===== src/hdl/cheat_pkg.sv =====
// ====================
// Cheat code layout, seen either as named fields or as halfwords.
// Used by the cheat assembler and the top-level port.
// ====================
package cheat_pkg;

	localparam int CHEAT_HALVES = 8;
	localparam int SLOT_W = $clog2(CHEAT_HALVES);

	// Host slot to halfword index mapping, big endian words
	localparam logic [SLOT_W-1:0] SLOT_SWAP = 3'd6;

	typedef struct packed {
		logic [31:0] flags;
		logic [31:0] addr;
		logic [31:0] compare;
		logic [31:0] replace;
	} cheat_fields_t;

	typedef union packed {
		cheat_fields_t                     field;
		logic [CHEAT_HALVES-1:0][15:0] half;
	} cheat_code_t;

endpackage


===== src/hdl/cheat_assembler.sv =====
// ====================
// Builds a 128-bit cheat code from eight host halfwords and
// strobes clear at download start and valid on the last slot.
// ====================
`timescale 1ns/1ps

module cheat_assembler (
	input  logic                   clk_1x,
	input  logic                   arst_n,
	input  logic                   code_start,
	input  logic                   code_wr,
	input  logic [2:0]             code_slot,
	input  logic [15:0]            code_half,
	output logic                   cheat_clear,
	output logic                   cheat_valid,
	output cheat_pkg::cheat_code_t cheat_code
);
	import cheat_pkg::*;

	logic last_slot;

	assign last_slot = (code_slot == SLOT_W'(CHEAT_HALVES - 1));

	always_ff @(posedge clk_1x or negedge arst_n) begin
		if (!arst_n) begin
			cheat_clear <= 1'b0;
			cheat_valid <= 1'b0;
		end else begin
			cheat_clear <= code_start;
			cheat_valid <= code_wr && last_slot;
		end
	end

	// Slot 0 lands in the low half of flags, slot 7 in the top of replace
	always_ff @(posedge clk_1x) begin
		if (code_wr)
			cheat_code.half[code_slot ^ SLOT_SWAP] <= code_half;
	end

endmodule


===== config.mk =====
export PLATFORM = sky130hd
export DESIGN_NAME = cheat_assembler
export DESIGN_NICKNAME = d
export VERILOG_FILES = /design/src/hdl/cheat_pkg.sv /design/src/hdl/cheat_assembler.sv
export SDC_FILE = /design/constraint.sdc
export NUM_CORES = 1
export LEC_CHECK = 0
export BUFFER_PORTS_ARGS = -buffer_cell sky130_fd_sc_hd__buf_2
export CORE_UTILIZATION = 45
export DETAILED_ROUTE_END_ITERATION = 10
export PLACE_DENSITY = 0.74
export SETUP_SLACK_MARGIN = 0.5
export SYNTH_ARGS = -nofsm -noshare
export SYNTH_HDL_FRONTEND = slang
export SYNTH_SLANG_ARGS = --single-unit
export TNS_END_PERCENT = 30

===== constraint.sdc =====
create_clock -name clk_1x -period 0.8 [get_ports clk_1x]
set_clock_uncertainty 0.1 [all_clocks]
set_input_delay 0.08 -clock clk_1x [delete_from_list [all_inputs] [get_ports clk_1x]]
set_output_delay 0.08 -clock clk_1x [all_outputs]
set_load 0.01 [all_outputs]

==> run metrics <==
outcome=complete, but fails checks; failing checks=hold timing, setup timing; Tmin final=1.26 ns; Setup WS pre-CTS=-0.461 ns; Rows=34; first-pass GRT wire length=12200 µm; CP Launch Type=flop; final RePlAce weighted congestion=0.780; Crit. path cell count=1; f_max=792 MHz; post-synthesis cell count=139; TritonRoute pass-1 iters=4; Reg clk slew, reported paths=0.06 ns; Detailed Route Iter0 Violations=117; cell family with most CP delay=flip-flops; Worst Setup SP=cheat_code[26]; P&R area growth vs syn=42.8%; cts bufs inserted=17; Final Instance Area=5710 µm²; Comb pwr share=0.043; Seq pwr share=0.522; crit path to=cheat_code[26]; grt ovf=0; clk buf depth=2; Slew headroom=0.787; pwr dens=2610 nW/µm²; yosys warns=0; die footprint=9270 µm²; die extent in y=96.3 µm; number of global-route vias before repair=2085; P_int=11.7 mW; I/O pin count=153; HP Class=in2reg; placeable core area=8680 µm²; sum of buffers and inverters on the critical path=1; Hold Buf Count CTS=1; syn_nets=162; Setup Buffers After CTS=0; Synth top area share=0.961; worst-margin pin slew=0.320 ns; CTS tree=yes; leakage power=2.19 nW; Die Wd=96.3 µm; setup ws final=-0.462 ns; CP Capture Type=primary output; synth unique cells=6; switching pwr=3.19 mW; layout cell share with drive strength beyond 1=0.603; Final Hold Violating Endpoints=148; Setup-failing EPs final=130; slowest cell delay on critical path=0.42 ns; Worst EP arrival=1.08 ns; CTS Root Cell=clkbuf_8; Req. time, crit path=0.62 ns; clk sinks=130; fin nets=346; Clock Power Share=0.435; largest net degree at the start of global routing=17; DRT Wirelength=8930 µm; max_cap viols=0; ranking of synthesized cells by area=edfxtp_1 96%, dfrtp_1 1.3%, and4bb_2 0.94%, and4b_2 0.84%, and4_2 0.50%; CP Cell Sequence=buf_2; average vias per placed instance=4.93; final antenna-violating net count=0; Placement Cell Area=5100 µm²; pins over their slew limit=0; RSZ-0062 raised after global routing=yes; GRT Resource Usage Total=0.205; crit-path max FO=1; Synth Register Bits=130; via count=2186; Worst VDD drop=1370 µV; port buffer count=152; Detailed Place HPWL=5640 µm; detailed-route wire length per cell=20.2 µm; Mean Syn Cell Area=28.8 µm²; Sw Ratio=0.213; Initial Util=0.461; H-Tree Depth=4; DRC violations left=0; post-synthesis sequential area ratio=0.973; slowest CP cell=edfxtp_1; initial antenna violation count=0; fin crit share=1.58; hold_ws=-0.416 ns; diode count=0; leading area contributor after synthesis=edfxtp_1; post-synthesis cell area=4000 µm²; kind of critical path=reg2out
==> metrics by stage <==
stage	setup TNS, ns	total power [mW]	util	std cells
floorplan	-20.74	8.09	-	139
global placement	-44.26	8.52	0.588	411
detailed placement	-48.12	8.53	0.588	411
CTS	-55.83	15.0	0.656	443
global route	-59.23	15.4	0.658	443
finish	-52.43	14.9	0.658	443
==> flip-flops by register name, indices dropped and copies added, names as in the netlist <==
name / cells
cheat_code: 128
cheat_clear: 1
cheat_valid: 1
==> cell usage after synthesis <==
cell      number
and4_2         2
and4b_2        3
and4bb_2       3
dfrtp_1        2
edfxtp_1     128
nor4b_2        1
==> final cells by class <==
| class | instances | area [µm²] |
|---|---|---|
| flip-flops and latches | 130 | 3890 |
| fillers | 615 | 2970 |
| repair buffers | 165 | 1040 |
| clock buffers | 17 | 414 |
| multi-input cells | 9 | 135 |
| well taps | 108 | 135 |
| clock inverters | 14 | 92.6 |
==> metal layers <==
| layer | part of all wire | GRT usage | routed length (µm) | vias up |
|---|---|---|---|---|
| met1 | 0.44 | 0.284 | 3950 | 1094 |
| li1 | - | - | - | 951 |
| met2 | 0.47 | 0.284 | 4200 | 130 |
| met5 | 0 | 0 | 0 | - |
| met4 | 0.017 | 0.114 | 155 | 0 |
| met3 | 0.070 | 0.0687 | 626 | 11 |
==> cell usage in the layout (no fill, tap or decap), drive strengths merged <==
cell and n:
and4bb 3, and4b 3, and4 2, nor4b 1
inv 2, clkbuf 17, clkinvlp 4, dfrtp 2
dlygate4sd3 1, edfxtp 128, clkinv 8, buf 164
==> power groups by stage <==
stage	Sequential (mW)	Clock, mW	Combinational (mW)
after floorplan	8.02	0	0.0709
after global placement	7.93	0	0.587
after detailed placement	7.92	0	0.610
after CTS	7.79	6.60	0.648
after global routing	7.80	6.91	0.700
final	7.79	6.50	0.648
==> cell families after synthesis <==
group,Yosys count,share of synthesized area
DFF,130,0.973
and+or+nand+nor,9,0.0266
==> what timing repair did <==
action                                  in CTS  in global routing
hold endpoints to repair                   148                148
pin swaps                                    5                  5
gates cloned                                 0                  0
gates resized for setup                     20                  3
endpoints found under the setup margin     258                258
==> worst min path at each step <==
| stage | start | end | slack [ns] | depth (start not counted) |
|---|---|---|---|---|
| 2_1_floorplan | arst_n | cheat_clear | -0.32 | 0 |
| 3_3_place_gp | arst_n | cheat_clear | -0.23 | 1 |
| 3_5_place_dp | arst_n | cheat_valid | -0.23 | 1 |
| 4_1_cts | code_start | cheat_clear | -0.43 | 1 |
| 5_1_grt | code_start | cheat_clear | -0.45 | 1 |
| 6_report | code_start | cheat_clear | -0.42 | 1 |
No activity file was read; power rests on OpenSTA's default activity.
