[src/hdl/loader_pkg.sv]
// ====================
// Shared definitions for the download path: kinds, index codes,
// region bases, lane sizing and the memory write word.
// Imported by the receiver, the lanes, the arbiter and the top level.
// ====================
package loader_pkg;

	// Kind of file currently being downloaded
	typedef enum logic [2:0] {
		DL_NONE,
		DL_BIOS,
		DL_EXE,
		DL_CD,
		DL_CDINFO,
		DL_SBI,
		DL_CODE
	} dl_kind_t;

	// Host index codes, CD is matched on the low 6 bits only
	localparam logic [7:0] IDX_BIOS   = 8'd0;
	localparam logic [7:0] IDX_EXE    = 8'd1;
	localparam logic [7:0] IDX_CD     = 8'd2;
	localparam logic [7:0] IDX_SBI    = 8'd250;
	localparam logic [7:0] IDX_CDINFO = 8'd251;
	localparam logic [7:0] IDX_CODE   = 8'd255;

	localparam int ADDR_W = 27;

	// Region bases in byte addresses
	localparam logic [ADDR_W-1:0] BIOS_BASE = 27'h020_0000;
	localparam logic [ADDR_W-1:0] EXE_BASE  = 27'h040_0000;

	localparam int NUM_LANES  = 2;
	localparam int LANE_W     = $clog2(NUM_LANES);
	localparam int LANE_DEPTH = 4;
	localparam int LANE_PTR_W = $clog2(LANE_DEPTH);
	localparam int CREDIT_W   = 3;

	localparam logic [LANE_W-1:0] LANE_MAIN  = 1'd0;
	localparam logic [LANE_W-1:0] LANE_TRACK = 1'd1;

	typedef struct packed {
		logic [LANE_W-1:0] lane;
		logic [ADDR_W-1:0] addr;
		logic [31:0]       data;
	} mem_wr_t;

endpackage

[src/hdl/ioctl_receiver.sv]
// ====================
// Host download receiver. Decodes the index, pairs halfwords into
// memory words, tracks lane credits for the host wait, and flags
// end of EXE/CD downloads and cheat code traffic.
// ====================
`timescale 1ns/1ps

module ioctl_receiver (
	input  logic                                clk_1x,
	input  logic                                arst_n,
	input  logic                                dl_active,
	input  logic [7:0]                          dl_index,
	input  logic [loader_pkg::ADDR_W-1:0]       dl_addr,
	input  logic [15:0]                         dl_data,
	input  logic                                dl_wr,
	input  logic [loader_pkg::NUM_LANES-1:0]    lane_credit,
	output logic                                dl_wait,
	output logic [loader_pkg::NUM_LANES-1:0]    lane_push,
	output loader_pkg::mem_wr_t                 lane_word,
	output logic                                exe_loaded,
	output logic [29:0]                         cd_size,
	output logic                                cd_present,
	output logic                                code_start,
	output logic                                code_wr,
	output logic [2:0]                          code_slot,
	output logic [15:0]                         code_half
);
	import loader_pkg::*;

	dl_kind_t kind_d, kind_q, kind_prev;
	logic ram_kind;
	logic [LANE_W-1:0] lane_sel;
	logic [ADDR_W-1:0] base;
	logic [ADDR_W-1:0] last_addr;
	logic [CREDIT_W-1:0] credit [NUM_LANES];
	logic wr_lo, wr_hi, take;

	// ==================
	// Index decode and routing
	// ==================
	always_comb begin
		kind_d = DL_NONE;
		if (dl_active) begin
			if (dl_index == IDX_BIOS)
				kind_d = DL_BIOS;
			else if (dl_index == IDX_EXE)
				kind_d = DL_EXE;
			else if (dl_index == IDX_SBI)
				kind_d = DL_SBI;
			else if (dl_index == IDX_CDINFO)
				kind_d = DL_CDINFO;
			else if (dl_index == IDX_CODE)
				kind_d = DL_CODE;
			else if (dl_index[5:0] == IDX_CD[5:0])
				kind_d = DL_CD;
		end
	end

	always_comb begin
		ram_kind = 1'b1;
		lane_sel = LANE_MAIN;
		base     = '0;
		case (kind_q)
			DL_BIOS:   base = BIOS_BASE;
			DL_EXE:    base = EXE_BASE;
			DL_CD:     base = '0;
			DL_CDINFO: lane_sel = LANE_TRACK;
			default:   ram_kind = 1'b0;
		endcase
	end

	// Host must hold off while the target lane is out of credit
	assign dl_wait = ram_kind && (credit[lane_sel] == '0);

	assign wr_lo = dl_wr && !dl_addr[1];
	assign wr_hi = dl_wr && dl_addr[1];
	assign take  = wr_hi && ram_kind && !dl_wait;

	// ==================
	// Control state
	// ==================
	always_ff @(posedge clk_1x or negedge arst_n) begin
		if (!arst_n) begin
			kind_q     <= DL_NONE;
			kind_prev  <= DL_NONE;
			lane_push  <= '0;
			exe_loaded <= 1'b0;
			cd_present <= 1'b0;
			code_start <= 1'b0;
			code_wr    <= 1'b0;
			for (int i = 0; i < NUM_LANES; i++)
				credit[i] <= CREDIT_W'(LANE_DEPTH);
		end else begin
			kind_q    <= kind_d;
			kind_prev <= kind_q;

			lane_push <= '0;
			if (take)
				lane_push[lane_sel] <= 1'b1;

			// One credit back per word leaving a lane
			for (int i = 0; i < NUM_LANES; i++)
				credit[i] <= credit[i] + CREDIT_W'(lane_credit[i]) - CREDIT_W'(lane_push[i]);

			exe_loaded <= (kind_prev == DL_EXE) && (kind_q != DL_EXE);
			if ((kind_prev == DL_CD) && (kind_q != DL_CD))
				cd_present <= 1'b1;

			code_start <= (kind_d == DL_CODE) && (kind_q != DL_CODE);
			code_wr    <= dl_wr && (kind_q == DL_CODE);
		end
	end

	// ==================
	// Payload
	// ==================
	always_ff @(posedge clk_1x) begin
		if (ram_kind && wr_lo) begin
			lane_word.addr       <= dl_addr + base;
			lane_word.data[15:0] <= dl_data;
		end
		if (take) begin
			lane_word.data[31:16] <= dl_data;
			lane_word.lane        <= lane_sel;
		end

		if (dl_wr && (kind_q == DL_CD))
			last_addr <= dl_addr;
		if ((kind_prev == DL_CD) && (kind_q != DL_CD))
			cd_size <= 30'(last_addr);

		if (dl_wr) begin
			code_slot <= dl_addr[3:1];
			code_half <= dl_data;
		end
	end

endmodule

[config.mk]
export PLATFORM = sky130hd
export DESIGN_NAME = ioctl_receiver
export DESIGN_NICKNAME = d
export VERILOG_FILES = /design/src/hdl/loader_pkg.sv /design/src/hdl/ioctl_receiver.sv
export SDC_FILE = /design/constraint.sdc
export NUM_CORES = 1
export LEC_CHECK = 0
export BUFFER_PORTS_ARGS = -buffer_cell sky130_fd_sc_hd__buf_2
export CORE_AREA = 3 3 106 118
export DETAILED_ROUTE_END_ITERATION = 8
export DIE_AREA = 0 0 109 121
export PLACE_DENSITY = 0.74
export SYNTH_ARGS = -nofsm -noshare
export SYNTH_HDL_FRONTEND = slang
export SYNTH_SLANG_ARGS = --single-unit
[constraint.sdc]
create_clock -name clk_1x -period 3.4 [get_ports clk_1x]
set_input_delay 0.51 -clock clk_1x [delete_from_list [all_inputs] [get_ports clk_1x]]
set_output_delay 0.51 -clock clk_1x [all_outputs]
set_load 0.1 [all_outputs]
==> impl_metrics.py, run 1 <==
metrics = {
    "sta": {
        "setup_tns_ns": 0,
        "rsz0062_at_grt": "no",
        "tightestPinTransition_ns": 0.737,
        "max_freq_mhz": 408,
        "slew_headroom_pct": 50.7,
        "setup_viol": 0,
        "clock_skew_ns": 0.00958,
        "period_needed_ns": 2.45,
        "finalCritPeriodShare_pct": 72.0,
        "hold_viol": 0,
        "slew_viol_final": 0,
    },
    "clock_network": {
        "tritoncts": "built",
        "cts_sinks": 151,
        "cts_buffer_depth": 2,
        "clk_pin_slew_worst_paths_ns": 0.06,
        "hold_buffers": 0,
        "htree_levels": 4,
        "cts_setup_buffers": 0,
        "ctsResizeCount": 0,
        "clockRootBuffer": "clkbuf_16",
        "cts_buffers": 17,
        "insertion_delay_ns": 0.40,
    },
    "grt": {
        "grt_overflow": 0,
        "gr-usage-all-layers_pct": 14.3,
        "antenna_found_initial": 0,
        "grt_first_pass_wirelength_mm": 13.7,
        "grt_pass1_vias": 2612,
        "grt_max_degree": 28,
    },
    "detailed_routing": {
        "drc": 0,
        "vias": 2682,
        "firstDrtPassIters": 4,
        "drt_iter0_markers": 116,
        "vias_per_cell": 4.54,
        "wl_per_cell_um": 16.0,
        "ant_nets": 0,
        "wl_mm": 9.43,
    },
    "setup_path": {
        "regToRegSetupSlack_ns": 1.06,
        "cp_cell_sequence": "nand2b_1 > nor2_1 > nand2_1 > o31ai_2 > buf_2",
        "critical_path_class": "flop to output pin",
        "max_stage_delay_ns": 0.47,
        "start_kind": "flop",
        "slowest_stage": "buf_2",
        "worstPathRequired_ns": 2.89,
        "arrival_ns": 1.94,
        "worstSetupEndpointType": "output pin",
        "reg2regPathDepth": 5,
        "path_max_fanout": 5,
    },
    "die": {
        "placeableCoreArea_mm2": 0.0114,
        "rows": 41,
        "ioPinCount": 173,
        "initial_utilization_pct": 43.7,
        "die_h_um": 121,
        "die_w_um": 109,
        "dieArea_mm2": 0.0132,
    },
    "layout": {
        "drive_above_1_share_pct": 48.5,
        "fin_util_pct": 58.2,
        "final_common_cell": "buf_2",
        "layout_common_cells": "169 x buf_2, 133 x edfxtp_1, 17 x clkbuf_16",
        "synthToLayoutAreaGrowth_pct": 33.0,
        "diodes": 0,
        "fin_nets": 494,
    },
    "status": {
        "outcome": "finished clean",
    },
    "logic_synthesis": {
        "synth.top_cell.area_share_pct": 79.8,
        "synth_edf_count": 133,
        "synth.cell_area_mm2": 0.00500,
        "async_flop_share_pct": 11.9,
        "ys.warnings.count": 0,
        "synth_area_leaders": "edfxtp_1 80%, dfrtp_1 8.0%, ha_1 1.5%",
        "ys_seq_area_share_pct": 88.9,
        "yosysUniqueCellTypes": 29,
        "synth.ff_latch_count": 151,
        "syn_area_per_cell_um2": 21.3,
        "syn_inst": 235,
        "synth-main-ff-cell": "edfxtp_1",
        "synth.largest_area_cell": "edfxtp_1",
    },
    "worst_hold_path": {
        "hold_path_class": "input pin to async pin",
    },
    "place": {
        "port-buffer-count": 169,
        "gp_congestion": 0.754,
        "hpwl_mm": 6.83,
    },
    "flow_run": {
        "maxCapViolations": 0,
    },
    "pwr": {
        "pwr_density_cell_mw_per_mm2": 642,
        "p_leak_nw": 2.71,
        "worst_ir_drop_vdd_mv": 0.278,
    },
}
## registers in the layout (all words and copies together), names as in the netlist, 2 cells and up
register,cells
cd_size,27
last_addr,27
kind_prev,3
kind_q,3
lane_push,2
lane_word,60
code_half,16
credit,6
code_slot,3
## critical path, delay by kind of cell (launching register included)
family                 cells  cell delay (ns)
buffers and inverters      1             0.47
AOI/OAI and AO/OA          1             0.08
DFF                        1             0.41
and+or+nand+nor            3             0.56
## power by group
group	total [mW]	leakage [nW]	switching (mW)	internal [mW]
clock	1.75	0.272	0.720	1.03
combinational	0.405	0.990	0.291	0.114
sequential	2.12	1.45	0.0350	2.09
## cell families after synthesis
family	after synthesis	share of synthesized area [%]
compound gates	12	1.68
xor+xnor	8	1.40
fa+ha+maj	9	2.70
buf+inv	17	1.50
flops	151	88.9
other cells	1	0.0750
simple gates	37	3.75
## Yosys cell counts (2+ instances only)
library cell and instances:
edfxtp_1 133, dfrtp_1 16, inv_1 14, nor2_1 12, nand2_1 8, xnor2_1 7, ha_1 6, a21oi_1 4
or3_1 4, buf_4 3, fa_1 3, nor3_1 3, dfstp_2 2, nand2b_1 2, nand4_1 2, o211a_1 2
o21ai_0 2
## cell type report
| type | count | area, um^2 |
|---|---|---|
| Fill cell | 863 | 4780 |
| Sequential cell | 151 | 4450 |
| Timing Repair Buffer | 175 | 891 |
| Multi-Input combinational cell | 69 | 507 |
| Clock buffer | 18 | 429 |
| Tap cell | 150 | 188 |
| Clock inverter | 14 | 141 |
| Inverter | 14 | 52.6 |
## worst paths after layout
check	end	from
max in group asynchronous	credit[2]$_DFF_PN1_	arst_n
min in group clk_1x	last_addr[13]$_DFFE_PP_	dl_addr[13]
setup reg to reg	lane_word[5]$_DFFE_PP_	kind_q[0]$_DFF_PN0_
setup / recovery	dl_wait	kind_q[0]$_DFF_PN0_
hold / removal	credit[4]$_DFF_PN0_	arst_n
hold reg to reg	cd_size[11]$_DFFE_PP_	last_addr[11]$_DFFE_PP_
## metrics by stage
stage / instances / power (mW) / setup WS, ns / area [um^2] / hold slack (ns)
after CTS: 591 / 4.33 / 0.945 / 6660 / 0.0208
after floorplan: 237 / 2.46 / 0.287 / 5010 / 0.214
after detailed placement: 559 / 2.57 / 1.06 / 6080 / 0.405
after global routing: 591 / 4.43 / 0.792 / 6660 / 0.0341
after global placement: 559 / 2.55 / 1.10 / 6080 / 0.400
final: 591 / 4.27 / 0.951 / 6660 / 0.0196
## per-layer routing
| metal | vias up | track usage, % | part of all wire (%) |
|---|---|---|---|
| met2 | 126 | 24.3 | 52 |
| met3 | 8 | 4.42 | 7.8 |
| met4 | 0 | 6.24 | 1.1 |
| li1 | 1271 | - | - |
| met5 | - | 0 | 0 |
| met1 | 1277 | 16.7 | 39 |
(Power assumes the default switching activity.)
==> run 2: changes to the inputs <==
- ABC_AREA: not set -> 1
- CORE_AREA: 3 3 106 118 -> 3 3 101 113
- DIE_AREA: 0 0 109 121 -> 0 0 104 116
- PLACE_DENSITY: 0.74 -> 0.77
- clock period: 3.4 -> 2.55 ns (I/O delays scaled with it)
==> impl_metrics.py, run 2 <==
metrics = {
    "sta": {
        "rsz0062_at_grt": "no",
        "slew_headroom_pct": 57.8,
        "max_freq_mhz": 460,
        "finalHoldWorstSlack_ns": 0.166,
        "setup_tns_ns": 0,
        "slew_viol_final": 0,
        "hold_viol": 0,
        "finalCritPeriodShare_pct": 85.3,
        "period_needed_ns": 2.17,
        "tightestPinTransition_ns": 0.632,
        "clock_skew_ns": 0.0110,
        "setup_viol": 0,
        "worst_slack_ns": 0.375,
    },
    "clock_network": {
        "cts_buffer_depth": 2,
        "htree_levels": 4,
        "cts_sinks": 151,
        "clk_pin_slew_worst_paths_ns": 0.06,
        "cts_buffers": 17,
        "clockRootBuffer": "clkbuf_16",
        "tritoncts": "built",
        "cts_setup_buffers": 0,
        "ctsResizeCount": 0,
        "insertion_delay_ns": 0.41,
    },
    "layout": {
        "final_common_cell": "buf_2",
        "fin_util_pct": 64.8,
        "largest_register_ff_count": 60,
        "seqCellArea_mm2": 0.00445,
        "fill_cells": 761,
        "top_register": "lane_word",
        "diodes": 0,
        "multi_input_area_um2": 502,
        "fin_nets": 518,
        "synthToLayoutAreaGrowth_pct": 32.7,
        "layout_common_cells": "169 x buf_2, 133 x edfxtp_1, 26 x inv_1",
        "drive_above_1_share_pct": 45.6,
        "reg_top3": "lane_word x60, cd_size x27, last_addr x27",
    },
    "die": {
        "rows": 39,
        "dieArea_mm2": 0.0121,
        "die_w_um": 104,
        "die_h_um": 116,
        "ioPinCount": 173,
        "placeableCoreArea_mm2": 0.0103,
        "initial_utilization_pct": 48.9,
    },
    "worst_hold_path": {
        "hold_start": "dl_addr[17]",
        "worstHoldPathCells": 1,
        "hold_path_class": "input pin to flop",
        "holdPathEnd": "lane_word[49]$_DFFE_PP_",
    },
    "grt": {
        "grt_overflow": 0,
        "grt_first_pass_wirelength_mm": 14.9,
        "gr-usage-all-layers_pct": 16.4,
        "grt_max_degree": 29,
        "antenna_found_initial": 1,
        "grt_pass1_vias": 3000,
    },
    "setup_path": {
        "crit_buf_inv": 2,
        "path_max_fanout": 6,
        "cp.depth": 6,
        "slowest_stage": "buf_2",
        "reg2regPathDepth": 6,
        "start_kind": "flop",
        "critical_path_class": "flop to output pin",
        "max_stage_delay_ns": 0.43,
        "arrival_ns": 1.79,
        "worstPathRequired_ns": 2.17,
        "critical-path-top-delay-family": "buffers and inverters",
        "regToRegSetupSlack_ns": 0.75,
        "cp_cell_sequence": "inv_1 > nand3_2 > nand2_1 > o21ai_2 > nor2_1 > buf_2",
        "r2r_start": "kind_q[2]$_DFF_PN0_",
        "worstSetupEndpointType": "output pin",
        "reg2reg_to": "lane_word[57]$_DFFE_PP_",
    },
    "logic_synthesis": {
        "syn_area_per_cell_um2": 19.6,
        "synth-main-ff-cell": "edfxtp_1",
        "ys_seq_area_share_pct": 88.0,
        "synth_area_leaders": "edfxtp_1 79%, dfrtp_1 7.9%, inv_1 1.9%",
        "synth.largest_area_cell": "edfxtp_1",
        "async_flop_share_pct": 11.9,
        "syn_inst": 258,
        "synth.cell_area_mm2": 0.00505,
        "synth_edf_count": 133,
        "synth_most_common_cell": "edfxtp_1",
        "synth.top_cell.area_share_pct": 79.0,
        "ys_top_cells_by_count": "133 x edfxtp_1, 26 x inv_1, 19 x nor2_1",
        "yosysUniqueCellTypes": 23,
        "ys.warnings.count": 0,
        "synth.ff_latch_count": 151,
    },
    "pwr": {
        "pwr_density_cell_mw_per_mm2": 850,
        "fin_total_pwr_mw": 5.70,
        "worst_ir_drop_vdd_mv": 0.406,
        "p_leak_nw": 2.78,
    },
    "place": {
        "hpwl_mm": 7.01,
        "place_ws_ns": 0.743,
        "port-buffer-count": 169,
        "gp_congestion": 0.751,
    },
    "detailed_routing": {
        "vias": 2803,
        "vias_per_cell": 4.61,
        "firstDrtPassIters": 4,
        "drt_iter0_markers": 170,
        "drc": 0,
        "wl_per_cell_um": 15.8,
        "ant_nets": 0,
        "wl_mm": 9.58,
    },
    "flow_run": {
        "maxCapViolations": 0,
    },
    "status": {
        "outcome": "finished clean",
    },
}
[run 2: cell count changes after synthesis, moves of 2 or more]
| cell | before | now |
|---|---|---|
| inv_1 | 14 | 26 |
| nand3_1 | 0 | 9 |
| nand2_1 | 8 | 18 |
| o211a_1 | 2 | 0 |
| or3_1 | 4 | 0 |
| nand2b_1 | 2 | 0 |
| nor2_1 | 12 | 19 |
| nand3_2 | 0 | 2 |
| a21oi_1 | 4 | 0 |
[run 2: logic make-up after synthesis]
kind of cell	count (synthesis)	synth area share, %
other cells	1	0.0742
compound gates	2	0.272
simple gates	57	5.17
xor+xnor	8	1.39
fa+ha+maj	9	2.67
flops	151	88.0
buf+inv	30	2.45
[run 2: metal layers]
metal	vias to the layer above	part of all wire [%]	GRT usage, %
li1	1319	-	-
met1	1341	37	17.7
met2	121	55	29.0
met3	20	6.0	5.91
met4	2	2.2	8.24
met5	-	0.094	0
[run 2: power by group]
part           switching (mW)  internal, mW
combinational           0.390         0.155
clock                   0.888          1.44
sequential             0.0478          2.79
[run 2: layout make-up]
cell class                      instances  area share [%]
Sequential cell                       151            66.3
Timing Repair Buffer                  176            13.6
Multi-Input combinational cell         79            7.48
Clock buffer                           20            6.51
Tap cell                              143            2.67
Clock inverter                         12            1.90
Inverter                               27            1.51
[run 2: worst reg2reg max path, cell delays in order, from the launching register on]
cell and delay (ns):
dfrtp_1 0.43, nor3_1 0.21, ha_1 0.20, inv_1 0.06
fa_1 0.43, nor2_1 0.14, xor2_1 0.08
[run 2: how the worst max path moves through the flow]
stage	startpoint	to	slack (ns)
after floorplan	kind_q[1]$_DFF_PN0_	lane_word[0]$_DFFE_PP_	0.16
after global placement	kind_q[2]$_DFF_PN0_	lane_word[57]$_DFFE_PP_	0.77
after detailed placement	kind_q[2]$_DFF_PN0_	lane_word[57]$_DFFE_PP_	0.74
after CTS	kind_q[1]$_DFF_PN0_	dl_wait	0.34
after global routing	kind_q[1]$_DFF_PN0_	dl_wait	0.21
final	kind_q[1]$_DFF_PN0_	dl_wait	0.38
[run 2: through the flow]
step           std cells  instance area, um^2
3_5_place_dp         575                 6130
6_report             608                 6710
2_1_floorplan        260                 5060
5_1_grt              608                 6710
4_1_cts              608                 6710
3_3_place_gp         575                 6130
[run 2: what timing repair did]
item / CTS / global route
hold endpoints to repair: 16 / 0
setup endpoints to repair: 0 / 0
hold buffers: 1 / 0
