### src/hdl/loader_pkg.sv
// ====================
// Shared definitions for the download path: kinds, index codes,
// region bases, lane sizing and the memory write word.
// Imported by the receiver, the lanes, the arbiter and the top level.
// ====================
package loader_pkg;

	// Kind of file currently being downloaded
	typedef enum logic [2:0] {
		DL_NONE,
		DL_BIOS,
		DL_EXE,
		DL_CD,
		DL_CDINFO,
		DL_SBI,
		DL_CODE
	} dl_kind_t;

	// Host index codes, CD is matched on the low 6 bits only
	localparam logic [7:0] IDX_BIOS   = 8'd0;
	localparam logic [7:0] IDX_EXE    = 8'd1;
	localparam logic [7:0] IDX_CD     = 8'd2;
	localparam logic [7:0] IDX_SBI    = 8'd250;
	localparam logic [7:0] IDX_CDINFO = 8'd251;
	localparam logic [7:0] IDX_CODE   = 8'd255;

	localparam int ADDR_W = 27;

	// Region bases in byte addresses
	localparam logic [ADDR_W-1:0] BIOS_BASE = 27'h020_0000;
	localparam logic [ADDR_W-1:0] EXE_BASE  = 27'h040_0000;

	localparam int NUM_LANES  = 2;
	localparam int LANE_W     = $clog2(NUM_LANES);
	localparam int LANE_DEPTH = 4;
	localparam int LANE_PTR_W = $clog2(LANE_DEPTH);
	localparam int CREDIT_W   = 3;

	localparam logic [LANE_W-1:0] LANE_MAIN  = 1'd0;
	localparam logic [LANE_W-1:0] LANE_TRACK = 1'd1;

	typedef struct packed {
		logic [LANE_W-1:0] lane;
		logic [ADDR_W-1:0] addr;
		logic [31:0]       data;
	} mem_wr_t;

endpackage

### src/hdl/lane_fifo.sv
// ====================
// Circular write buffer for one memory lane. The sender tracks
// space by credits, so no full flag; each pop returns one credit.
// ====================
`timescale 1ns/1ps

module lane_fifo (
	input  logic                clk_1x,
	input  logic                arst_n,
	input  logic                push,
	input  loader_pkg::mem_wr_t push_word,
	input  logic                pop,
	output logic                head_valid,
	output loader_pkg::mem_wr_t head_word,
	output logic                credit
);
	import loader_pkg::*;

	mem_wr_t mem [LANE_DEPTH];
	logic [LANE_PTR_W-1:0] wr_ptr, rd_ptr;
	logic [CREDIT_W-1:0] count;
	logic do_pop;

	assign head_valid = (count != '0);
	assign head_word  = mem[rd_ptr];
	assign do_pop     = pop && head_valid;
	assign credit     = do_pop;

	always_ff @(posedge clk_1x or negedge arst_n) begin
		if (!arst_n) begin
			wr_ptr <= '0;
			rd_ptr <= '0;
			count  <= '0;
		end else begin
			if (push) begin
				if (wr_ptr == LANE_PTR_W'(LANE_DEPTH - 1))
					wr_ptr <= '0;
				else
					wr_ptr <= wr_ptr + 1'b1;
			end
			if (do_pop) begin
				if (rd_ptr == LANE_PTR_W'(LANE_DEPTH - 1))
					rd_ptr <= '0;
				else
					rd_ptr <= rd_ptr + 1'b1;
			end
			count <= count + CREDIT_W'(push) - CREDIT_W'(do_pop);
		end
	end

	// Storage
	always_ff @(posedge clk_1x) begin
		if (push)
			mem[wr_ptr] <= push_word;
	end

endmodule

### config.mk
export PLATFORM = sky130hd
export DESIGN_NAME = lane_fifo
export DESIGN_NICKNAME = d
export VERILOG_FILES = /design/src/hdl/loader_pkg.sv /design/src/hdl/lane_fifo.sv
export SDC_FILE = /design/constraint.sdc
export NUM_CORES = 1
export LEC_CHECK = 0
export BUFFER_PORTS_ARGS = -buffer_cell sky130_fd_sc_hd__buf_2
export CORE_ASPECT_RATIO = 0.8
export CORE_UTILIZATION = 60
export CTS_CLUSTER_DIAMETER = 100
export DETAILED_ROUTE_END_ITERATION = 8
export PLACE_DENSITY = 0.83
export SLEW_MARGIN = 20
export SYNTH_ARGS = -nofsm -noshare
export SYNTH_HDL_FRONTEND = slang
export SYNTH_SLANG_ARGS = --single-unit
### constraint.sdc
create_clock -name clk_1x -period 4.3 [get_ports clk_1x]
set_input_delay 0.645 -clock clk_1x [delete_from_list [all_inputs] [get_ports clk_1x]]
set_output_delay 0.645 -clock clk_1x [all_outputs]
set_load 0.01 [all_outputs]
==> impl_metrics.tcl, run 1 <==
set metrics [dict create \
    status "complete, no violations" \
    grt_pass1_vias 4170 \
    final_nets 564 \
    yosysWarnings 0 \
    port_buffers 125 \
    ys_seq_elements 247 \
    syn_avg_cell_area_um2 26.1 \
    vias_per_cell 5.80 \
    async_flop_share_pct 2.83 \
    hold_class "primary input to flip-flop" \
    gp_congestion 0.740 \
    antenna_found_initial 1 \
    startpoint "rd_ptr[0]$_DFFE_PN0P_" \
    worst_pin_slew_ps 916 \
    drive_gt1_share_pct 44.9 \
    die_w_um 140 \
    overflow 0 \
    vias 4017 \
    p_per_area_mw_per_mm2 677 \
    clk_pin_slew_ps 70 \
    synth_largest_area_cell "edfxtp_1" \
    synth_enable_flop_cells 240 \
    place_hpwl_um 8860 \
    yosysTopAreaCellShare_pct 78.8 \
    cts_tree "yes" \
    grt_setup_unrepaired "false" \
    maxCapViolations 0 \
    worstSetupStartpointType "flip-flop" \
    cpPeakStageDelay_ps 830 \
    hold_ws_ps 356 \
    synth_commonest_cells "edfxtp_1 (240), mux4_2 (58), dfrtp_1 (7), ha_1 (7), inv_1 (7)" \
    r2r-start "count[1]$_DFF_PN0_" \
    rows 39 \
    dieArea_mm2 0.0157 \
    crit_fanout 31 \
    path_cells "buf_4, mux4_2, buf_2" \
    p_leak_nw 3.70 \
    drt-total-wl_um 15200 \
    grt_pass1_wl_um 23600 \
    critPathBufInv 2 \
    clock-root-buffer "clkbuf_16" \
    dr.first_iter.drc_count 308 \
    endpoint_kind "output pin" \
    postCtsSetupBuffers 0 \
    finalHoldViolCount 0 \
    cts_buffers 23 \
    postCtsHoldBufs 1 \
    synth.distinct_cells 20 \
    setup_viol 0 \
    required_ps 3650 \
    tns_ps 0 \
    core_area_mm2 0.0146 \
    critPathArrivalTime_ps 2570 \
    total_power_mw 7.22 \
    start_util_pct 62.7 \
    area_delta_synth_final_pct 16.6 \
    die_h_um 112 \
    final.min_clock_period_ps 3210 \
    syn_inst 351 \
    irDropWorstVdd_uv 529 \
    synth_most_common_cell "edfxtp_1" \
    fin_crit_sh_pct 74.8 \
    syn_nets 423 \
    multi_input_area_mm2 0.00158 \
    critPathTopFamily "flip-flops" \
    numClockSinks 247 \
    drc 0 \
    nFillCells 833 \
    ctsResizeCount 0 \
    wl_per_cell_um 22.0 \
    fin_skew_ps 10.4 \
    hp-start "push_word[38]" \
    max_freq_ghz 0.311 \
    relSlewSlack_pct 38.9 \
    first_pass_iters 4 \
    synth-seq-area-share_pct 80.7 \
    track_usage_pct 20.3 \
    synth.area.top_cells "edfxtp_1 (79%), mux4_2 (14%), dfrtp_1 (1.9%)" \
    ios 126 \
    grt_max_degree 61 \
    drtAntennaViolNets 0 \
    worstSkewPairLatency_ps 500 \
    regArea_mm2 0.00739 \
    critPathKind "flip-flop to output pin" \
    h-tree-depth 1 \
    clockBufferDepth 3 \
    synthFlopType "edfxtp_1" \
    slew_viol_final 0 \
    syn_area_mm2 0.00915 \
    critPathSlowestCell "dfrtp_4" \
]
-- per-stage QoR --
step / util [%] / instances / setup slack, ps / area, um^2
floorplan: - / 351 / 1810 / 9150
global placement: 67.7 / 650 / 1590 / 9880
detailed placement: 67.7 / 650 / 1560 / 9880
global route: 73.0 / 692 / 906 / 10700
finish: 73.1 / 693 / 1090 / 10700
CTS: 73.0 / 692 / 1010 / 10700
-- sequential cells by signal, summed over array words and instances, names as in the netlist --
name	cells
rd_ptr	2
count	3
mem	240
wr_ptr	2
-- routing by layer --
| layer | share of wire, % | global-route usage (%) | wire length [um] |
|---|---|---|---|
| met3 | 6.3 | 4.56 | 955 |
| met1 | 43 | 28.7 | 6520 |
| met5 | 0 | 0 | 0 |
| met2 | 49 | 33.2 | 7500 |
| met4 | 1.6 | 4.69 | 251 |
-- layout make-up --
class                   count  share of cell area [%]
diodes                      1                  0.0235
clock buffers              27                    5.63
clock inverters            14                    1.56
inverters                   7                   0.246
multi-input cells          83                    14.8
flip-flops and latches    247                    69.3
well taps                 184                    2.16
repair buffers            130                    6.24
-- report_power, final --
| group | internal [mW] | switching (mW) | total (mW) |
|---|---|---|---|
| combinational | 0.916 | 0.937 | 1.85 |
| sequential | 3.10 | 0.216 | 3.31 |
| clock | 1.24 | 0.818 | 2.05 |
| total | 5.25 | 1.97 | 7.22 |
-- placed cells by master, fill, tap and decap left out, types with 2 or more instances in the layout --
cell type	n
clkinv_1	6
edfxtp_1	240
inv_1	7
o21ai_0	2
clkinv_2	3
ha_1	7
and2_4	4
clkbuf_16	23
mux4_2	58
clkbuf_1	3
bufinv_16	4
buf_4	4
mux2_2	2
mux4_1	2
xnor2_1	2
dfrtp_1	5
buf_2	125
-- final timing paths --
path                            cells after the start  slack (ps)                    end
worst max register to register                      9        1890     count[2]$_DFF_PN0_
min in group asynchronous                           2         510  rd_ptr[1]$_DFFE_PN0P_
worst min-delay path                                1         360   mem[2][38]$_DFFE_PP_
max in group asynchronous                           2        3610  rd_ptr[0]$_DFFE_PN0P_
worst min register to register                      1         500     count[2]$_DFF_PN0_
worst max-delay path                                3        1090           head_word[8]
-- cells by family after synthesis --
logic type | after synthesis | share of synthesized area (%)
flops | 247 | 80.7
fa+ha+maj | 8 | 1.18
simple gates | 8 | 0.520
xor+xnor | 2 | 0.192
compound gates | 3 | 0.192
buf+inv | 21 | 2.09
mux | 62 | 15.1
No activity file was read; power rests on OpenSTA's default activity.
==> inputs of run 2 (changes only) <==
--- a/config.mk
+++ b/config.mk
@@ -7,10 +7,10 @@
 export LEC_CHECK = 0
 export BUFFER_PORTS_ARGS = -buffer_cell sky130_fd_sc_hd__buf_2
 export CORE_ASPECT_RATIO = 0.8
-export CORE_UTILIZATION = 60
+export CORE_UTILIZATION = 57
 export CTS_CLUSTER_DIAMETER = 100
 export DETAILED_ROUTE_END_ITERATION = 8
-export PLACE_DENSITY = 0.83
+export PLACE_DENSITY = 0.79
 export SLEW_MARGIN = 20
 export SYNTH_ARGS = -nofsm -noshare
 export SYNTH_HDL_FRONTEND = slang
==> constraint.sdc (replaced) <==
create_clock -name clk_1x -period 3.3 [get_ports clk_1x]
set_input_delay 0.495 -clock clk_1x [delete_from_list [all_inputs] [get_ports clk_1x]]
set_output_delay 0.495 -clock clk_1x [all_outputs]
set_load 0.01 [all_outputs]
==> run 2 against run 1 <==
  * Global-route usage shrank 1.2 points
  * Die area grew 5.2%
  * Critical path depth is the same
  * Largest power group unchanged
==> impl_metrics.tcl, run 2 (synthesis gave the netlist of run 1 again) <==
set metrics [dict create \
    status "complete, no violations" \
    grt_max_degree 61 \
    nFillCells 971 \
    grt_pass1_wl_um 23200 \
    maxCapViolations 0 \
    drtAntennaViolNets 0 \
    p_leak_nw 3.73 \
    place_hpwl_um 8900 \
    track_usage_pct 19.2 \
    rrSetupSlack_ps 690 \
    utilization_pct 68.3 \
    worst_pin_slew_ps 926 \
    cts_buffers 24 \
    vias 4053 \
    critPathKind "flip-flop to output pin" \
    grt_use_met2_pct 32.1 \
    cts_tree "yes" \
    required_ps 2800 \
    grt_setup_unrepaired "false" \
    regArea_mm2 0.00739 \
    start_util_pct 58.1 \
    finalHoldViolCount 0 \
    drive_gt1_share_pct 45.5 \
    reg2reg_depth 9 \
    grt_use_met1_pct 25.3 \
    die_w_um 144 \
    dr.first_iter.drc_count 243 \
    total_power_mw 9.55 \
    fin_crit_sh_pct 89.5 \
    gp_congestion 0.686 \
    first_pass_iters 4 \
    drc 0 \
    grt_pass1_vias 4341 \
    rows 41 \
    r2r_end "count[2]$_DFF_PN0_" \
    top_regs "mem (240), count (3)" \
    mostFrequentLayoutCell "edfxtp_1" \
    clockBufferDepth 3 \
    area_delta_synth_final_pct 17.6 \
    multi_input_area_mm2 0.00158 \
    p_per_area_mw_per_mm2 887 \
    irDropWorstVdd_uv 663 \
    critPathArrivalTime_ps 2460 \
    relSlewSlack_pct 38.3 \
    port_buffers 125 \
    fin_skew_ps 8.38 \
    r2r-start "count[1]$_DFF_PN0_" \
    crit_fanout 33 \
    antenna_found_initial 1 \
    overflow 0 \
    gr-usage-met3_pct 5.41 \
    postCtsSetupBuffers 0 \
    min_path_cells 1 \
    clk_pin_slew_ps 60 \
    hold_class "primary input to flip-flop" \
    clock-root-buffer "clkbuf_16" \
    final.min_clock_period_ps 2950 \
    worstSetupStartpointType "flip-flop" \
    final_nets 566 \
    startpoint "rd_ptr[0]$_DFFE_PN0P_" \
    die_h_um 115 \
    vias_per_cell 5.57 \
    tns_ps 0 \
    ios 126 \
    largest_reg_flops 240 \
    busiest_layer "met2" \
    endpoint_kind "output pin" \
    cp-endpoint "head_word[52]" \
    hold_ws_ps 204 \
    h-tree-depth 1 \
    numClockSinks 247 \
    worstSkewPairLatency_ps 500 \
    dieArea_mm2 0.0166 \
    slew_viol_final 0 \
    top_register "mem" \
    final_cell_mix "edfxtp_1 (240), buf_2 (125), mux4_2 (58)" \
    setup_viol 0 \
    drt-total-wl_um 15400 \
    core_area_mm2 0.0157 \
    max_freq_ghz 0.339 \
    wl_per_cell_um 21.1 \
]
run 2: power breakdown:
group          leakage [nW]  switching, mW  internal (mW)  total (mW)
clock network         0.404           1.08           1.70        2.78
logic                  1.04           1.21           1.20        2.41
registers              2.29          0.323           4.04        4.36
run 2: repair_timing:
item / in CTS / in global routing
hold buffers: 1 / 0
hold endpoints to repair: 7 / 0
gates resized for setup: 0 / 0
run 2: critical path, stage by stage, from the launching register on:
cell	delay, ps
dfrtp_4	850
buf_4	370
mux4_2	560
buf_2	160
run 2: stage by stage:
| step | cells | instance area, um^2 | worst slack [ps] |
|---|---|---|---|
| floorplan | 351 | 9150 | 841 |
| global placement | 682 | 9930 | 829 |
| detailed placement | 682 | 9930 | 766 |
| CTS | 727 | 10800 | 262 |
| global route | 727 | 10800 | 190 |
| finish | 728 | 10800 | 346 |
run 2: worst min-delay path by stage:
stage,slack [ps],end,startpoint
finish,200,mem[1][50]$_DFFE_PP_,push_word[50]
global route,190,mem[3][16]$_DFFE_PP_,push_word[16]
CTS,190,mem[0][38]$_DFFE_PP_,push_word[38]
detailed placement,350,count[2]$_DFF_PN0_,arst_n
global placement,340,count[0]$_DFF_PN0_,arst_n
floorplan,200,count[0]$_DFF_PN0_,arst_n
run 2: final cells by class:
type / count / share of cell area, %
Antenna cell: 1 / 0.0233
Clock buffer: 35 / 6.44
Clock inverter: 9 / 1.16
Inverter: 7 / 0.244
Multi-Input combinational cell: 83 / 14.7
Sequential cell: 247 / 68.7
Tap cell: 215 / 2.50
Timing Repair Buffer: 131 / 6.26
run 2: per-layer routing:
metal | wire length [um] | up-vias
met4 | 239 | 2
met1 | 6590 | 2102
met5 | 13 | -
met3 | 1150 | 24
li1 | - | 1784
met2 | 7390 | 141
==> inputs of run 3 (changes only) <==
--- a/config.mk
+++ b/config.mk
@@ -5,12 +5,13 @@
 export SDC_FILE = /design/constraint.sdc
 export NUM_CORES = 1
 export LEC_CHECK = 0
-export BUFFER_PORTS_ARGS = -buffer_cell sky130_fd_sc_hd__buf_2
+export ABC_AREA = 1
 export CORE_ASPECT_RATIO = 0.8
-export CORE_UTILIZATION = 57
+export CORE_UTILIZATION = 62
 export CTS_CLUSTER_DIAMETER = 100
 export DETAILED_ROUTE_END_ITERATION = 8
-export PLACE_DENSITY = 0.79
+export DONT_BUFFER_PORTS = 1
+export PLACE_DENSITY = 0.78
 export SLEW_MARGIN = 20
 export SYNTH_ARGS = -nofsm -noshare
 export SYNTH_HDL_FRONTEND = slang
==> run 3 against run 2 <==
  * Maximum frequency increased by 7.5%
  * Clock-buffer cell count unchanged
  * Wire length increased by 20%
  * Die area increased by 3.6%
  * Critical path depth unchanged
  * Hold slack got worse by 130 ps
  * Final area increased by 3.5%
  * Sequential cell count unchanged
  * Sequential power decreased by 2%
  * Utilization increased by 1.3 points
  * Global-route usage increased by 2.5 points
  * Critical path type unchanged
  * Critical endpoint is now head_word[4]
  * Largest power group unchanged
  * Highest routed layer is now met4
==> impl_metrics.tcl, run 3 <==
set metrics [dict create \
    status "complete, no violations" \
    fin_skew_ps 10.5 \
    fin_cells 981 \
    numClockSinks 247 \
    fin_crit_sh_pct 83.3 \
    tns_ps 0 \
    synth-seq-area-share_pct 71.6 \
    worstSetupStartpointType "flip-flop" \
    cpPeakStageDelay_ps 770 \
    max_freq_ghz 0.364 \
    clock-root-buffer "clkbuf_16" \
    h-tree-depth 1 \
    p_leak_nw 4.25 \
    path_cells "buf_4, o211ai_2, nand2_1" \
    synth_most_common_cell "edfxtp_1" \
    die_h_um 117 \
    busiest_layer "met2" \
    relSlewSlack_pct 46.9 \
    post-place-cells 937 \
    rows 41 \
    drc 0 \
    finalHoldViolCount 0 \
    overflow 0 \
    drt-total-wl_um 18500 \
    ios 126 \
    syn_area_mm2 0.0103 \
    dpl_worst_slack_ps 1090 \
    worstSkewPairLatency_ps 500 \
    track_usage_pct 21.6 \
    vias 5417 \
    final_nets 821 \
    critPathTopFamily "flip-flops" \
    synth.distinct_cells 16 \
    top_regs "mem (240), count (3)" \
    final_cell_mix "edfxtp_1 (240), nand2_1 (195), inv_1 (128)" \
    mostFrequentLayoutCell "edfxtp_1" \
    area_delta_synth_final_pct 8.02 \
    cts_buffers 24 \
    vias_per_cell 5.52 \
    syn_inst 752 \
    hold_class "primary input to flip-flop" \
    gp_congestion 0.757 \
    antenna_found_initial 0 \
    largest_reg_flops 240 \
    total_power_mw 9.65 \
    critPathBufInv 1 \
    synth.area.top_cells "edfxtp_1 (70%), o211ai_2 (7.3%), nand2_1 (7.1%)" \
    required_ps 2800 \
    die_w_um 146 \
    p_per_area_mw_per_mm2 867 \
    grt_pass1_wl_um 28700 \
    worst_slack_ps 552 \
    synth_largest_area_cell "edfxtp_1" \
    yosysTopAreaCellShare_pct 69.9 \
    grt_max_degree 108 \
    grt_setup_unrepaired "false" \
    hold_ws_ps 78.9 \
    critPathKind "flip-flop to output pin" \
    syn_nets 824 \
    first_pass_iters 5 \
    drive_gt1_share_pct 14.1 \
    slew_viol_final 0 \
    crit_fanout 34 \
    synthFlopType "edfxtp_1" \
    async_flop_share_pct 2.83 \
    setup_viol 0 \
    worst_pin_slew_ps 795 \
    grt_use_met1_pct 26.5 \
    dieArea_mm2 0.0171 \
    cts_tree "yes" \
    top_register "mem" \
    dr.first_iter.drc_count 448 \
    place_hpwl_um 11100 \
    critPathSlowestCell "dfrtp_4" \
    clockBufferDepth 3 \
    start_util_pct 64.4 \
    clk_pin_slew_ps 60 \
    irDropWorstVdd_uv 612 \
    final.min_clock_period_ps 2750 \
    maxCapViolations 0 \
    yosysWarnings 0 \
    gr-usage-met3_pct 7.63 \
    critPathArrivalTime_ps 2250 \
    core_area_mm2 0.0160 \
    ys_seq_elements 247 \
    synth_commonest_cells "edfxtp_1 (240), nand2_1 (195), inv_1 (133), o211ai_1 (60), o211ai_2 (60)" \
    drtAntennaViolNets 0 \
    synth_enable_flop_cells 240 \
    postCtsSetupBuffers 0 \
    port_buffers 0 \
    wl_per_cell_um 18.8 \
    antenna_cells 0 \
    ctsResizeCount 0 \
    grt_pass1_vias 5553 \
    grt_use_met2_pct 36.0 \
    syn_avg_cell_area_um2 13.7 \
    endpoint_kind "output pin" \
]
[run 3: worst paths after layout]
kind	depth (start not counted)	slack (ps)	startpoint	to
max	3	550	rd_ptr[1]$_DFFE_PN0P_	head_word[4]
min	0	80	push_word[48]	mem[1][48]$_DFFE_PP_
max reg2reg	11	1070	count[1]$_DFF_PN0_	count[2]$_DFF_PN0_
min reg2reg	3	620	wr_ptr[0]$_DFFE_PN0P_	wr_ptr[0]$_DFFE_PN0P_
max in group asynchronous	1	2710	arst_n	rd_ptr[0]$_DFFE_PN0P_
min in group asynchronous	1	320	arst_n	wr_ptr[1]$_DFFE_PN0P_
[run 3: stage by stage]
stage,area [um^2],utilization [%]
floorplan,10300,-
global placement,10400,65.0
detailed placement,10400,65.0
CTS,11100,69.6
global route,11100,69.6
finish,11100,69.6
[run 3: power breakdown]
part,leakage (nW),total [mW],switching [mW],internal (mW)
clock network,0.351,2.46,1.05,1.41
logic,1.62,2.89,2.05,0.838
registers,2.29,4.29,0.255,4.04
total,4.25,9.65,3.36,6.29
[run 3: metal layers]
metal / part of all wire, % / wire [um]
met5: 0 / 0
met2: 49 / 8970
met1: 39 / 7260
met3: 9.8 / 1810
met4: 2.4 / 448
[run 3: cell families after synthesis]
group / synth area share (%)
AO/OA/AOI/OAI: 11.8
XOR/XNOR: 0.170
adder cells (fa/ha/maj): 1.04
buffers and inverters: 8.10
flip-flops: 71.6
AND/OR/NAND/NOR: 7.31
[run 3: cell type report]
type / instances / area, um^2
clock buffers: 35 / 673
repair buffers: 11 / 173
well taps: 215 / 269
clock inverters: 8 / 40.0
multi-input cells: 332 / 2090
fillers: 1051 / 4870
inverters: 133 / 499
flip-flops and latches: 247 / 7390
[run 3: timing repair]
action	in CTS	in global routing
endpoints found under the setup margin	0	0
hold buffers	1	0
hold endpoints to repair	7	0
